===== config.mk =====
export PLATFORM = sky130hd
export DESIGN_NAME = msp430_periph_top
export DESIGN_NICKNAME = d
export VERILOG_FILES = /design/src/common/msp430_per_pkg.sv /design/src/common/msp430_dev_pkg.sv /design/src/common/per_if.sv /design/src/source/per_decode.sv /design/src/gpio/msp430_gpio.sv /design/src/timer/msp430_timer.sv /design/src/dac/msp430_dac_spi.sv /design/src/source/per_result.sv /design/src/source/msp430_periph_top.sv
export SDC_FILE = /design/constraint.sdc
export NUM_CORES = 1
export LEC_CHECK = 0
export CAP_MARGIN = 20
export CORE_MARGIN = 8
export CORE_UTILIZATION = 60
export CTS_BUF_LIST = sky130_fd_sc_hd__clkbuf_16
export CTS_CLUSTER_DIAMETER = 40
export DETAILED_ROUTE_END_ITERATION = 7
export DONT_BUFFER_PORTS = 1
export PLACE_DENSITY_LB_ADDON = 0.3
export RECOVER_POWER = 50
export SLEW_MARGIN = 30
export SYNTH_ARGS = -nofsm -noshare
export SYNTH_HDL_FRONTEND = slang
export SYNTH_SLANG_ARGS = --single-unit

===== constraint.sdc =====
create_clock -name mclk -period 4.7 [get_ports mclk]
set_clock_uncertainty 0.05 [all_clocks]
set_input_delay 0.47 -clock mclk [delete_from_list [all_inputs] [get_ports mclk]]
set_output_delay 0.47 -clock mclk [all_outputs]
set_load 0.02 [all_outputs]

===== src/common/msp430_per_pkg.sv =====
/*
 * Peripheral bus package
 * Bus field types, byte-lane merge and the block address map
 */
`default_nettype none

package msp430_per_pkg;

  typedef logic [13:0] per_addr_t;  // Word address, byte address / 2
  typedef logic [15:0] per_data_t;  // Bus data
  typedef logic [1:0]  per_we_t;    // Byte-lane write enable
  typedef logic [3:0]  blk_sel_t;   // One-hot block select

  localparam int SEL_GPIO  = 0;     // Select bit positions
  localparam int SEL_TIMER = 1;
  localparam int SEL_DACX  = 2;
  localparam int SEL_DACY  = 3;

  // ================================================
  // Address map, word addresses
  // ================================================
  localparam per_addr_t GPIO_BASE  = per_addr_t'(16'h0020 >> 1);
  localparam per_addr_t GPIO_SPAN  = per_addr_t'(8);
  localparam per_addr_t TIMER_BASE = per_addr_t'(16'h0160 >> 1);
  localparam per_addr_t TIMER_SPAN = per_addr_t'(16);
  localparam per_addr_t DAC_SPAN   = per_addr_t'(4);    // Same for both channels
  localparam per_addr_t DACX_BASE  = per_addr_t'(16'h0190 >> 1);
  localparam per_addr_t DACX_SPAN  = DAC_SPAN;
  localparam per_addr_t DACY_BASE  = per_addr_t'(16'h0198 >> 1);
  localparam per_addr_t DACY_SPAN  = DAC_SPAN;

  // Apply a write to a register, one byte per set lane
  function automatic per_data_t byte_merge(per_data_t cur, per_data_t wdata, per_we_t we);
    per_data_t res;
    res = cur;
    if (we[0]) res[7:0] = wdata[7:0];    // Low lane
    if (we[1]) res[15:8] = wdata[15:8];  // High lane
    return res;
  endfunction

endpackage

`default_nettype wire


===== src/common/msp430_dev_pkg.sv =====
/*
 * Peripheral device package
 * Register offsets, bit positions, interrupt slots and FSM states
 */
`default_nettype none

package msp430_dev_pkg;

  typedef logic [7:0]  port_t;      // One 8-bit port
  typedef logic [3:0]  reg_off_t;   // Word offset inside a block
  typedef logic [13:0] irq_vec_t;   // Maskable interrupt lines

  // ================================================
  // Register offsets
  // ================================================
  localparam reg_off_t P1IN     = 4'd0;  // GPIO
  localparam reg_off_t P1IE     = 4'd1;
  localparam reg_off_t P1IFG    = 4'd2;
  localparam reg_off_t P2OUT    = 4'd4;
  localparam reg_off_t P2DIR    = 4'd5;
  localparam reg_off_t TACTL    = 4'd0;  // Timer A
  localparam reg_off_t TACCTL0  = 4'd1;
  localparam reg_off_t TAR      = 4'd8;
  localparam reg_off_t TACCR0   = 4'd9;
  localparam reg_off_t DAC_VAL  = 4'd0;  // DAC channel
  localparam reg_off_t DAC_STAT = 4'd1;

  localparam int TACTL_RUN     = 0;      // Bit positions
  localparam int TACCTL0_CCIE  = 4;
  localparam int TACCTL0_CCIFG = 0;
  localparam int DAC_STAT_BUSY = 0;

  localparam int IRQ_PORT1 = 0;          // Vector slots
  localparam int IRQ_TA1   = 4;
  localparam int IRQ_TA0   = 5;

  // ================================================
  // DAC serializer
  // ================================================
  localparam int SCLK_DIV  = 1;          // Half period is SCLK_DIV+1 mclk
  localparam int DAC_BITS  = 16;
  localparam int DIV_W     = (SCLK_DIV > 0) ? $clog2(SCLK_DIV + 1) : 1;
  localparam int BIT_CNT_W = $clog2(DAC_BITS + 1);

  typedef logic [DIV_W-1:0]     div_cnt_t;
  typedef logic [BIT_CNT_W-1:0] bit_cnt_t;

  typedef enum logic [1:0] {IDLE, SHIFT, DONE} spi_state_e;

endpackage

`default_nettype wire


===== src/common/per_if.sv =====
/*
 * Peripheral bus
 * Single-cycle strobe with byte-lane write enables
 */
`timescale 1ns/10ps
`default_nettype none

interface per_if;
  import msp430_per_pkg::*;

  per_addr_t addr;  // Word address
  per_data_t din;   // Write data
  per_we_t   we;    // Nonzero means write
  logic      en;    // Access strobe

  // Bus master side
  modport ctrl  (output addr, output din, output we, output en);

  // Decode and peripherals
  modport slave (input addr, input din, input we, input en);

endinterface

`default_nettype wire


===== src/source/per_decode.sv =====
/*
 * Peripheral address decode
 * One select per block, qualified by the bus strobe
 */
`timescale 1ns/10ps
`default_nettype none

module per_decode (
  per_if.slave                     bus,
  output msp430_per_pkg::blk_sel_t sel
);
  import msp430_per_pkg::*;

  logic hit_gpio, hit_timer, hit_dacx, hit_dacy;

  // ================================================
  // Range compare against the address map
  // ================================================
  assign hit_gpio  = (bus.addr >= GPIO_BASE) &&
                     (bus.addr < GPIO_BASE + GPIO_SPAN);
  assign hit_timer = (bus.addr >= TIMER_BASE) &&
                     (bus.addr < TIMER_BASE + TIMER_SPAN);
  assign hit_dacx  = (bus.addr >= DACX_BASE) &&
                     (bus.addr < DACX_BASE + DACX_SPAN);
  assign hit_dacy  = (bus.addr >= DACY_BASE) &&   // Own base, not shared with X
                     (bus.addr < DACY_BASE + DACY_SPAN);

  always_comb begin
    sel            = '0;
    sel[SEL_GPIO]  = bus.en & hit_gpio;   // Only live accesses select
    sel[SEL_TIMER] = bus.en & hit_timer;
    sel[SEL_DACX]  = bus.en & hit_dacx;
    sel[SEL_DACY]  = bus.en & hit_dacy;
  end

endmodule

`default_nettype wire


===== src/gpio/msp430_gpio.sv =====
/*
 * Digital I/O
 * Port 1 switch inputs with edge interrupt, Port 2 LED outputs
 */
`timescale 1ns/10ps
`default_nettype none

module msp430_gpio (
  input  logic                      mclk,
  input  logic                      rst_n,
  per_if.slave                      bus,
  input  logic                      sel,
  input  msp430_dev_pkg::port_t     p1_din,
  output msp430_per_pkg::per_data_t rdata,
  output logic                      irq_port1,
  output logic [1:0]                led
);
  import msp430_per_pkg::*;
  import msp430_dev_pkg::*;

  reg_off_t  off;
  logic      wr, rd;
  per_data_t wdata;
  port_t     p1_meta, p1_sync, p1_last;
  port_t     p1_rise;
  port_t     p1ie, p1ifg, p2out, p2dir;

  assign off   = reg_off_t'(bus.addr & (GPIO_SPAN - 1));  // Block is span aligned
  assign wr    = sel & (|bus.we);
  assign rd    = sel & ~(|bus.we);
  assign wdata = byte_merge('0, bus.din, bus.we);         // Byte regs take low lane

  // ================================================
  // Input sync and edge detect
  // ================================================
  always_ff @(posedge mclk or negedge rst_n) begin
    if (!rst_n) begin
      p1_meta <= '0;
      p1_sync <= '0;
      p1_last <= '0;
    end else begin
      p1_meta <= p1_din;   // First stage
      p1_sync <= p1_meta;  // Second stage
      p1_last <= p1_sync;  // Previous value for edges
    end
  end

  assign p1_rise = p1_sync & ~p1_last;

  // Control registers
  always_ff @(posedge mclk or negedge rst_n) begin
    if (!rst_n) begin
      p1ie  <= '0;
      p1ifg <= '0;
      p2out <= '0;
      p2dir <= '0;
    end else begin
      if (wr && off == P1IE)  p1ie  <= wdata[7:0];
      if (wr && off == P2OUT) p2out <= wdata[7:0];
      if (wr && off == P2DIR) p2dir <= wdata[7:0];
      if (wr && off == P1IFG) p1ifg <= wdata[7:0];  // Write 0 to clear
      else                    p1ifg <= p1ifg | p1_rise;
    end
  end

  assign irq_port1 = |(p1ifg & p1ie);
  assign led       = p2out[1:0] & p2dir[1:0];  // Lit only when driven

  always_comb begin
    rdata = '0;
    if (rd) begin
      case (off)
        P1IN:    rdata = {8'h00, p1_sync};
        P1IE:    rdata = {8'h00, p1ie};
        P1IFG:   rdata = {8'h00, p1ifg};
        P2OUT:   rdata = {8'h00, p2out};
        P2DIR:   rdata = {8'h00, p2dir};
        default: rdata = '0;  // Unmapped words
      endcase
    end
  end

endmodule

`default_nettype wire


===== src/timer/msp430_timer.sv =====
/*
 * Timer A, up mode only
 * TAR counts to TACCR0 each mclk and flags CCIFG on wrap
 */
`timescale 1ns/10ps
`default_nettype none

module msp430_timer (
  input  logic                      mclk,
  input  logic                      rst_n,
  per_if.slave                      bus,
  input  logic                      sel,
  output msp430_per_pkg::per_data_t rdata,
  output logic                      irq_ta0,
  output logic                      irq_ta1
);
  import msp430_per_pkg::*;
  import msp430_dev_pkg::*;

  reg_off_t  off;
  logic      wr, rd;
  logic      wr_tactl, wr_cctl, wr_tar, wr_ccr0;
  logic      hold, run, at_top;
  per_data_t tactl, tar, taccr0, taccctl0;
  logic      ccie, ccifg;

  assign off      = reg_off_t'(bus.addr & (TIMER_SPAN - 1));
  assign wr       = sel & (|bus.we);
  assign rd       = sel & ~(|bus.we);
  assign wr_tactl = wr && (off == TACTL);
  assign wr_cctl  = wr && (off == TACCTL0);
  assign wr_tar   = wr && (off == TAR);
  assign wr_ccr0  = wr && (off == TACCR0);
  assign hold     = wr_cctl | wr_tar | wr_ccr0;  // Bus write wins this cycle
  assign run      = tactl[TACTL_RUN];
  assign at_top   = (tar == taccr0);

  always_comb begin
    taccctl0                = '0;  // Only CCIE and CCIFG are kept
    taccctl0[TACCTL0_CCIE]  = ccie;
    taccctl0[TACCTL0_CCIFG] = ccifg;
  end

  // ================================================
  // Counter and compare
  // ================================================
  always_ff @(posedge mclk or negedge rst_n) begin
    if (!rst_n) begin
      tactl  <= '0;
      taccr0 <= '0;
      tar    <= '0;
    end else begin
      if (wr_tactl) tactl  <= byte_merge(tactl, bus.din, bus.we);
      if (wr_ccr0)  taccr0 <= byte_merge(taccr0, bus.din, bus.we);
      if (wr_tar)   tar    <= byte_merge(tar, bus.din, bus.we);
      else if (run && !hold) tar <= at_top ? '0 : tar + 1'b1;  // Up mode
    end
  end

  always_ff @(posedge mclk or negedge rst_n) begin
    if (!rst_n) begin
      ccie  <= 1'b0;
      ccifg <= 1'b0;
    end else if (wr_cctl) begin
      ccie  <= bus.we[0] ? bus.din[TACCTL0_CCIE]  : ccie;   // Both bits in low lane
      ccifg <= bus.we[0] ? bus.din[TACCTL0_CCIFG] : ccifg;
    end else if (run && !hold && at_top) begin
      ccifg <= 1'b1;                                        // Wrap event
    end
  end

  assign irq_ta0 = ccifg & ccie;
  assign irq_ta1 = 1'b0;  // No TAIV sources

  always_comb begin
    rdata = '0;
    if (rd) begin
      case (off)
        TACTL:   rdata = tactl;
        TACCTL0: rdata = taccctl0;
        TAR:     rdata = tar;
        TACCR0:  rdata = taccr0;
        default: rdata = '0;
      endcase
    end
  end

endmodule

`default_nettype wire


===== src/dac/msp430_dac_spi.sv =====
/*
 * SPI DAC serializer, one channel
 * Shifts a 16-bit word out MSB first inside a sync_n frame
 */
`timescale 1ns/10ps
`default_nettype none

module msp430_dac_spi (
  input  logic                      mclk,
  input  logic                      rst_n,
  per_if.slave                      bus,
  input  logic                      sel,
  output msp430_per_pkg::per_data_t rdata,
  output logic                      din,
  output logic                      sclk,
  output logic                      sync_n
);
  import msp430_per_pkg::*;
  import msp430_dev_pkg::*;

  reg_off_t            off;
  logic                wr_val, rd, load, busy, half_end;
  per_data_t           dac_val, val_wr, stat;
  logic [DAC_BITS-1:0] shreg;
  spi_state_e          state;
  div_cnt_t            div_cnt;
  bit_cnt_t            bit_cnt;

  assign off      = reg_off_t'(bus.addr & (DAC_SPAN - 1));
  assign wr_val   = sel && (|bus.we) && (off == DAC_VAL);
  assign rd       = sel & ~(|bus.we);
  assign val_wr   = byte_merge(dac_val, bus.din, bus.we);
  assign load     = wr_val && (state == IDLE);       // Dropped while busy
  assign busy     = (state != IDLE);
  assign half_end = (div_cnt == div_cnt_t'(SCLK_DIV));

  always_ff @(posedge mclk or negedge rst_n) begin
    if (!rst_n) dac_val <= '0;
    else if (load) dac_val <= val_wr;  // Last loaded word
  end

  // Shift data, bit below MSB feeds din on each rising sclk
  always_ff @(posedge mclk or negedge rst_n) begin
    if (!rst_n) shreg <= '0;
    else if (load) shreg <= val_wr;
    else if (state == SHIFT && half_end && !sclk) shreg <= {shreg[DAC_BITS-2:0], 1'b0};
  end

  // ================================================
  // Frame FSM
  // ================================================
  always_ff @(posedge mclk or negedge rst_n) begin
    if (!rst_n) begin
      state   <= IDLE;
      sync_n  <= 1'b1;
      sclk    <= 1'b0;
      din     <= 1'b0;
      div_cnt <= '0;
      bit_cnt <= '0;
    end else begin
      case (state)
        IDLE: if (load) begin
          state   <= SHIFT;
          sync_n  <= 1'b0;                 // Open frame
          sclk    <= 1'b1;
          din     <= val_wr[DAC_BITS-1];   // MSB with first high phase
          div_cnt <= '0;
          bit_cnt <= '0;
        end
        SHIFT: if (half_end) begin
          div_cnt <= '0;
          sclk    <= ~sclk;
          if (sclk) begin                  // Falling edge, DAC samples
            bit_cnt <= bit_cnt + 1'b1;
            if (bit_cnt == bit_cnt_t'(DAC_BITS - 1)) state <= DONE;
          end else begin
            din <= shreg[DAC_BITS-2];      // Next bit on rising edge
          end
        end else begin
          div_cnt <= div_cnt + 1'b1;
        end
        DONE: begin
          sync_n <= 1'b1;                  // Close frame
          din    <= 1'b0;
          state  <= IDLE;
        end
        default: state <= IDLE;
      endcase
    end
  end

  always_comb begin
    stat                = '0;
    stat[DAC_STAT_BUSY] = busy;
  end

  always_comb begin
    rdata = '0;
    if (rd) begin
      case (off)
        DAC_VAL:  rdata = dac_val;
        DAC_STAT: rdata = stat;
        default:  rdata = '0;
      endcase
    end
  end

endmodule

`default_nettype wire


===== src/source/per_result.sv =====
/*
 * Result stage
 * Registered read-data combine and interrupt vector
 */
`timescale 1ns/10ps
`default_nettype none

module per_result (
  input  logic                      mclk,
  input  logic                      rst_n,
  input  msp430_per_pkg::per_data_t gpio_rdata,
  input  msp430_per_pkg::per_data_t timer_rdata,
  input  msp430_per_pkg::per_data_t dacx_rdata,
  input  msp430_per_pkg::per_data_t dacy_rdata,
  input  logic                      irq_port1,
  input  logic                      irq_ta0,
  input  logic                      irq_ta1,
  output msp430_per_pkg::per_data_t per_dout,
  output msp430_dev_pkg::irq_vec_t  irq
);
  import msp430_dev_pkg::*;

  irq_vec_t irq_nxt;

  always_comb begin
    irq_nxt            = '0;         // Unused vectors stay low
    irq_nxt[IRQ_PORT1] = irq_port1;
    irq_nxt[IRQ_TA1]   = irq_ta1;
    irq_nxt[IRQ_TA0]   = irq_ta0;
  end

  always_ff @(posedge mclk or negedge rst_n) begin
    if (!rst_n) begin
      per_dout <= '0;
      irq      <= '0;
    end else begin
      per_dout <= gpio_rdata | timer_rdata | dacx_rdata | dacy_rdata;  // Unselected are 0
      irq      <= irq_nxt;
    end
  end

endmodule

`default_nettype wire


===== src/source/msp430_periph_top.sv =====
/*
 * MSP430 peripheral subsystem top
 * GPIO, Timer A and two SPI DACs on the peripheral bus
 */
`timescale 1ns/10ps
`default_nettype none

module msp430_periph_top (
  input  logic                      mclk,
  input  logic                      rst_n,
  input  msp430_per_pkg::per_addr_t per_addr,
  input  msp430_per_pkg::per_data_t per_din,
  input  msp430_per_pkg::per_we_t   per_we,
  input  logic                      per_en,
  input  logic [3:0]                switch,
  output msp430_per_pkg::per_data_t per_dout,
  output msp430_dev_pkg::irq_vec_t  irq,
  output logic [1:0]                led,
  output logic                      din_x,
  output logic                      sclk_x,
  output logic                      sync_n_x,
  output logic                      din_y,
  output logic                      sclk_y,
  output logic                      sync_n_y
);
  import msp430_per_pkg::*;
  import msp430_dev_pkg::*;

  per_if     bus ();
  blk_sel_t  sel;
  port_t     p1_din;
  per_data_t gpio_rdata, timer_rdata, dacx_rdata, dacy_rdata;
  logic      irq_port1, irq_ta0, irq_ta1;

  // Pins drive the bus from the ctrl side
  assign bus.addr = per_addr;
  assign bus.din  = per_din;
  assign bus.we   = per_we;
  assign bus.en   = per_en;

  assign p1_din = {4'h0, switch};  // Switches on P1.3..0

  // ================================================
  // Decode and peripherals
  // ================================================
  per_decode i_decode (.bus(bus), .sel(sel));

  msp430_gpio i_gpio (
    .mclk(mclk), .rst_n(rst_n), .bus(bus), .sel(sel[SEL_GPIO]), .p1_din(p1_din),
    .rdata(gpio_rdata), .irq_port1(irq_port1), .led(led)
  );

  msp430_timer i_timer (
    .mclk(mclk), .rst_n(rst_n), .bus(bus), .sel(sel[SEL_TIMER]),
    .rdata(timer_rdata), .irq_ta0(irq_ta0), .irq_ta1(irq_ta1)
  );

  msp430_dac_spi i_dac_x (
    .mclk(mclk), .rst_n(rst_n), .bus(bus), .sel(sel[SEL_DACX]),
    .rdata(dacx_rdata), .din(din_x), .sclk(sclk_x), .sync_n(sync_n_x)
  );

  msp430_dac_spi i_dac_y (
    .mclk(mclk), .rst_n(rst_n), .bus(bus), .sel(sel[SEL_DACY]),
    .rdata(dacy_rdata), .din(din_y), .sclk(sclk_y), .sync_n(sync_n_y)
  );

  per_result i_result (
    .mclk(mclk), .rst_n(rst_n),
    .gpio_rdata(gpio_rdata), .timer_rdata(timer_rdata),
    .dacx_rdata(dacx_rdata), .dacy_rdata(dacy_rdata),
    .irq_port1(irq_port1), .irq_ta0(irq_ta0), .irq_ta1(irq_ta1),
    .per_dout(per_dout), .irq(irq)
  );

endmodule

`default_nettype wire


Word level (Yosys, flattened, before mapping)
Cells that the tools add are included.
Word-level totals
  register bits after elaboration: 196
  bits in latches: 0
  word-level logic and storage cells: 230
  input port bits: 39
  memories: 0
  RAM bits: 0
  bits in read-only memories: 0
Cells by class
  equal/unequal tests: 28
  bitwise gates (word level): 24
  divide/modulo/power cells: 0
  add/sub/neg operators: 5
  shift-type cells: 0
  multiply operators: 0
  muxes and demuxes: 66
  reduce and logical (&&, ||, !) cells: 66
  magnitude comparators: 8
Operator list (count)
  two-way mux 16 bit: 6
  two-way mux 8 bit: 9
  one-hot mux 16 bit (2 select lines): 2
  one-hot mux 16 bit (4 select lines): 1
  two-way mux 15 bit: 4
  greater-or-equal comparator 14 x 8 -> 1 bit (second input constant): 3
  < comparator 14 x 8 -> 1 bit (second input constant): 3
  one-hot mux 8 bit (5 select lines): 1
  OR 16 bit: 2
  two-way mux 5 bit: 6
  logical AND 1 bit: 24
  AND reduction 2 bit: 12
  AND reduction 4 bit: 6
  one-hot mux 5 bit (2 select lines): 2
  nonzero test 2 bit: 10
  two-way mux 1 bit: 17
  adder 16 x 1 -> 16 bit (second input constant): 1
  equality test 16 bit: 1
  two-way mux 2 bit: 8
  OR 8 x 16 -> 16 bit: 1
  greater-or-equal comparator 14 x 5 -> 1 bit (second input constant): 1
  < comparator 14 x 5 -> 1 bit (second input constant): 1
  inequality test 2 bit (second input constant): 7
  zero test 4 bit: 3
  28 further kinds: 66

Longest topological paths before layout
  word-level depth: 12
  mapped depth: 9

Cells and area by module
From an unflattened synthesis, not the netlist that was laid out.
Unflattened totals
  cells, all modules: 974
  area, all modules: 11105.7 sq um
Modules (own cells, without submodules)
  msp430_dac_spi: sequential area each 1052.3 sq um, cells each 193, area each 2374.8 sq um, times used 2
  msp430_timer: sequential area each 1251.2 sq um, cells each 335, area each 3114.2 sq um, times used 1
  msp430_gpio: sequential area each 1401.3 sq um, cells each 194, area each 2459.9 sq um, times used 1
  per_result: sequential area each 475.5 sq um, cells each 47, area each 681.9 sq um, times used 1
  per_decode: sequential area each 0.0 sq um, cells each 11, area each 96.3 sq um, times used 1
  msp430_periph_top: sequential area each 0.0 sq um, cells each 1, area each 3.8 sq um, times used 1

Worst setup path before layout
No wires, ideal clock.
  kind: input-to-reg
  from: in per_addr[12]
  to: reg i_dac_x.dac_val[15]
  setup slack: 2114 ps
  setup time: 125 ps
  arrival: 2411 ps
  cell stages on the path: 7
  cell sequence: or4_4 > or4b_4 > nor2_8 > and2_1 > buf_4 > nand2_1 > mux2_4
On the way
  longest elaborated chain between the ends: 6
  elaborated cells on any way between the ends: 7
RTL lines
  from (decl): line msp430_periph_top.sv:11  | input msp430_per_pkg::per_addr_t per_addr,
  greater-or-equal comparator 14 x 8 -> 1 bit or < comparator 14 x 8 -> 1 bit (tied branches): line per_decode.sv:23, per_decode.sv:24
  logical AND 1 bit *: line per_decode.sv:23  | assign hit_dacx = (bus.addr >= DACX_BASE) &&
  AND 1 bit *: line per_decode.sv:32  | sel[SEL_DACX] = bus.en & hit_dacx;
  logical AND 1 bit * (2 in series): line msp430_dac_spi.sv:30  | assign wr_val = sel && (|bus.we) && (off == DAC_VAL);
  logical AND 1 bit *: line msp430_dac_spi.sv:33  | assign load = wr_val && (state == IDLE);
  to (signal assigned): line msp430_dac_spi.sv:39  | else if (load) dac_val <= val_wr;
  to (decl): line msp430_dac_spi.sv:23  | per_data_t dac_val, val_wr, stat;
Every way passes the cells marked *; elsewhere a longest branch is shown, timed or not.
A chain may end at the register's enable or synchronous reset.

Worst setup path in the final report
  from: reg i_timer.tar[1]
  to: reg i_timer.tar[12]
On the way
  longest elaborated chain between the ends: 4
  elaborated cells on any way between the ends: 5
RTL lines
  from (decl): line msp430_timer.sv:24  | per_data_t tactl, tar, taccr0, taccctl0;
  from (signal assigned): line msp430_timer.sv:55  | if (wr_tar) tar <= byte_merge(tar, bus.din, bus.we);
  from (signal assigned): line msp430_timer.sv:56  | else if (run && !hold) tar <= at_top ? '0 : tar + 1'b1;
  adder 16 x 1 -> 16 bit or equality test 16 bit (tied branches): line msp430_timer.sv:56, msp430_timer.sv:36
  two-way mux 16 bit * (2 in series): line msp430_timer.sv:56
  two-way mux 16 bit *: line msp430_timer.sv:55
Every way passes the cells marked *; elsewhere a longest branch is shown, timed or not. The select of a mux whose other input is x is not followed.

==> results.sh <==
export IMPL_slew_headroom=0.3585
export IMPL_dp_hpwl_um=16890
export IMPL_grt_pass1_wl_um=39250
export IMPL_cts_tree="done"
export IMPL_cts_resized=0
export IMPL_fin_crit_ps=2904
export IMPL_drt_wl_total_um=24580
export IMPL_slew_violations=0
export IMPL_total_power_mw=3.209
export IMPL_sequentialPowerShare=0.532
export IMPL_cts_setup_buffers=0
export IMPL_root_buffer="clkbuf_16"
export IMPL_netlist_instances=987
export IMPL_ys_seq_area_frac=0.4935
export IMPL_power_switching_share=0.2411
export IMPL_min_path_type="input port to async pin"
export IMPL_start_util=0.6061
export IMPL_p_sw_mw=0.7735
export IMPL_syn_area_um2=9945
export IMPL_combPwrFrac=0.027
export IMPL_rsz0062_at_grt="false"
export IMPL_drive_above_1_share=0.1103
export IMPL_instances_no_fill=1190
export IMPL_multi_input_area_um2=4578
export IMPL_grt_max_degree=197
export IMPL_pin_count=77
export IMPL_arrival_ps=3180
export IMPL_first_global_vias=7407
export IMPL_antenna_found_initial=0
export IMPL_worstMarginPinSlew_ps=959.6
export IMPL_drtPass1Iterations=5
export IMPL_clockPowerShare=0.441
export IMPL_drv_cap=0
export IMPL_area_delta_synth_final_pct=6.341
export IMPL_clock_path_buffers=2
export IMPL_overflow=0
export IMPL_power_leakage_nw=4.657
export IMPL_vdd_drop_max_mv=0.2771
export IMPL_yosysWarnings=0
export IMPL_drtIter0Drc=942
export IMPL_via_per_inst=6.390
export IMPL_synth_area_leaders="dfrtp_1 (49%), mux2_2 (4.4%), o21ai_0 (3.7%)"
export IMPL_diodes=0
export IMPL_powerDensity_nw_per_um2=303.4
export IMPL_synth_edf_count=0
export IMPL_via_count=7604
export IMPL_whs_ps=-342.8
export IMPL_fin_setup_tns_ps=0
export IMPL_fill_cells=1276
export IMPL_hold_viol=196
export IMPL_clock_fmax_ghz=0.3443
export IMPL_dieArea_um2=20950
export IMPL_critPathLaunchType="flip-flop"
export IMPL_setup_viol=0
export IMPL_critical_path_max_fanout=17
export IMPL_async_reset_ff_frac=1.000
export IMPL_coreArea_um2=16410
export IMPL_violations="hold timing"
export IMPL_placed_cells=1154
export IMPL_die_x_um=144.7
export IMPL_ys_types=73
export IMPL_avgSynthCellArea_um2=10.08
export IMPL_drc=0
export IMPL_gp_congestion=0.8747
export IMPL_period_share=0.6180
export IMPL_worstSetupEndpointType="flip-flop"
export IMPL_outcome="finished with violations"
export IMPL_synth_top_area_cell="dfrtp_1"
export IMPL_port_buffers=0
export IMPL_global_route_usage_total=0.2449
export IMPL_cts_made_buffers=17
export IMPL_p_int_mw=2.435
export IMPL_clk_latency_ps=450
export IMPL_die_h_um=144.7
export IMPL_seq_area_um2=4907
export IMPL_drtAntennaViolNets=0
export IMPL_rows=47
export IMPL_routedWlPerCell_um=20.65
export IMPL_crit_type="flip-flop to flip-flop"
export IMPL_ys_flop_type="dfrtp_1"
export IMPL_clkTransAtPathRegs_ps=80
export IMPL_synth_top_area_frac=0.4882
export IMPL_htree_levels=4
export IMPL_cts_hold_buf=4
export IMPL_worst_ep_required_time_ps=4980
export IMPL_clock_sinks=196
export IMPL_nets=1009
export IMPL_synth_seq_cells=196
==> logic make-up after synthesis <==
kind of cell	Yosys count	share of synthesized area
DFF	196	0.4935
AOI/OAI and AO/OA	269	0.1760
adders and majority gates	13	0.01636
buffers and inverters	115	0.05234
xor gates and xnor gates	18	0.01585
other	1	0.0003771
and+or+nand+nor	284	0.1412
muxes	91	0.1044
==> stage by stage <==
| step | setup slack, ps | hold slack, ps | area (um2) | util |
|---|---|---|---|---|
| after global placement | 1576 | 129.9 | 9967 | 0.6075 |
| after global routing | 1595 | -358.5 | 10580 | 0.6446 |
| after CTS | 1831 | -350.2 | 10570 | 0.6442 |
| after floorplan | 2114 | 124.4 | 9986 | - |
| after detailed placement | 1538 | 129.3 | 9970 | 0.6076 |
| final | 1796 | -342.8 | 10580 | 0.6446 |
==> critical path, cell delays in order, from the launching register on <==
cell	delay, ps
dfrtp_1	450
xnor2_1	260
nand4_1	140
nor4_1	780
or2_1	560
o21ai_0	220
a221o_1	320
==> registers in the layout, summed over array words and instances (netlist names), 2 cells and up <==
signal and count:
i_dac_x.dac_val 16, i_dac_y.dac_val 16, i_result.per_dout 16, i_timer.taccr0 16, i_timer.tactl 16, i_timer.tar 16
i_dac_x.shreg 15, i_dac_y.shreg 15, i_gpio.p1ie 8, i_gpio.p1ifg 8, i_gpio.p2dir 8, i_gpio.p2out 8
i_dac_x.bit_cnt 5, i_dac_y.bit_cnt 5, i_gpio.p1_last 4, i_gpio.p1_meta 4, i_gpio.p1_sync 4, i_dac_x.state 2
i_dac_y.state 2, i_result.irq 2
==> routing by layer <==
metal  wire (um)  part of all wire  up-vias  GRT usage
met3        1759             0.072       42    0.06726
met5           0                 0        -          0
li1            -                 -     3487          -
met4         453             0.018        0    0.07558
met2       12090              0.49      258     0.4000
met1       10270              0.42     3817     0.3113
==> placed cells by master, fill, tap and decap left out, drive strengths merged, types with 18 or more instances in the layout <==
| master | Yosys | routed |
|---|---|---|
| dfrtp | 194 | 194 |
| nand2 | 87 | 87 |
| nor2 | 78 | 78 |
| o21ai | 76 | 76 |
| a21oi | 71 | 71 |
| mux2 | 56 | 56 |
| inv | 45 | 55 |
| mux2i | 31 | 31 |
| nand3 | 28 | 28 |
| a221o | 18 | 18 |
==> Yosys cell counts, types with 13 or more instances <==
library cell,number
a211oi_1,13
a21oi_1,71
a221o_1,18
a222oi_1,14
a22oi_1,14
and2_1,16
buf_4,16
clkbuf_1,40
dfrtp_1,194
ha_1,13
inv_1,45
mux2_1,15
mux2_2,39
mux2i_1,31
nand2_1,85
nand3_1,28
nor2_1,74
nor2b_1,16
nor3_1,14
o21ai_0,74
xnor2_1,17
==> final cells by class <==
type / count / share of cell area
Clock buffer: 17 / 0.04023
Clock inverter: 15 / 0.01278
Inverter: 45 / 0.01597
Multi-Input combinational cell: 687 / 0.4329
Sequential cell: 196 / 0.4640
Tap cell: 220 / 0.02603
Timing Repair Buffer: 10 / 0.008045
==> power by group through the flow <==
stage / Clock, mW / Sequential [mW] / Combinational, mW
after global placement: 0 / 1.74 / 0.0793
after detailed placement: 0 / 1.74 / 0.0810
final: 1.41 / 1.71 / 0.0864
after global routing: 1.50 / 1.71 / 0.0938
after floorplan: 0 / 1.74 / 0.0867
after CTS: 1.42 / 1.71 / 0.0847
==> path summary, 6_finish.rpt <==
| check | startpoint | to | slack (ps) | depth (start not counted) |
|---|---|---|---|---|
| setup reg to reg | i_timer.tar[1] | i_timer.tar[12] | 1800 | 6 |
| setup / recovery | i_timer.tar[1] | i_timer.tar[12] | 1800 | 6 |
| max in group asynchronous | rst_n | i_dac_y.sync_n | 4610 | 0 |
| hold / removal | rst_n | i_result.irq[0] | -340 | 0 |
| hold reg to reg | i_gpio.p1_meta[3] | i_gpio.p1_sync[3] | 300 | 0 |
| min in group mclk | per_din[2] | i_dac_y.dac_val[2] | 100 | 1 |
Power figures use the tool's default switching activity.
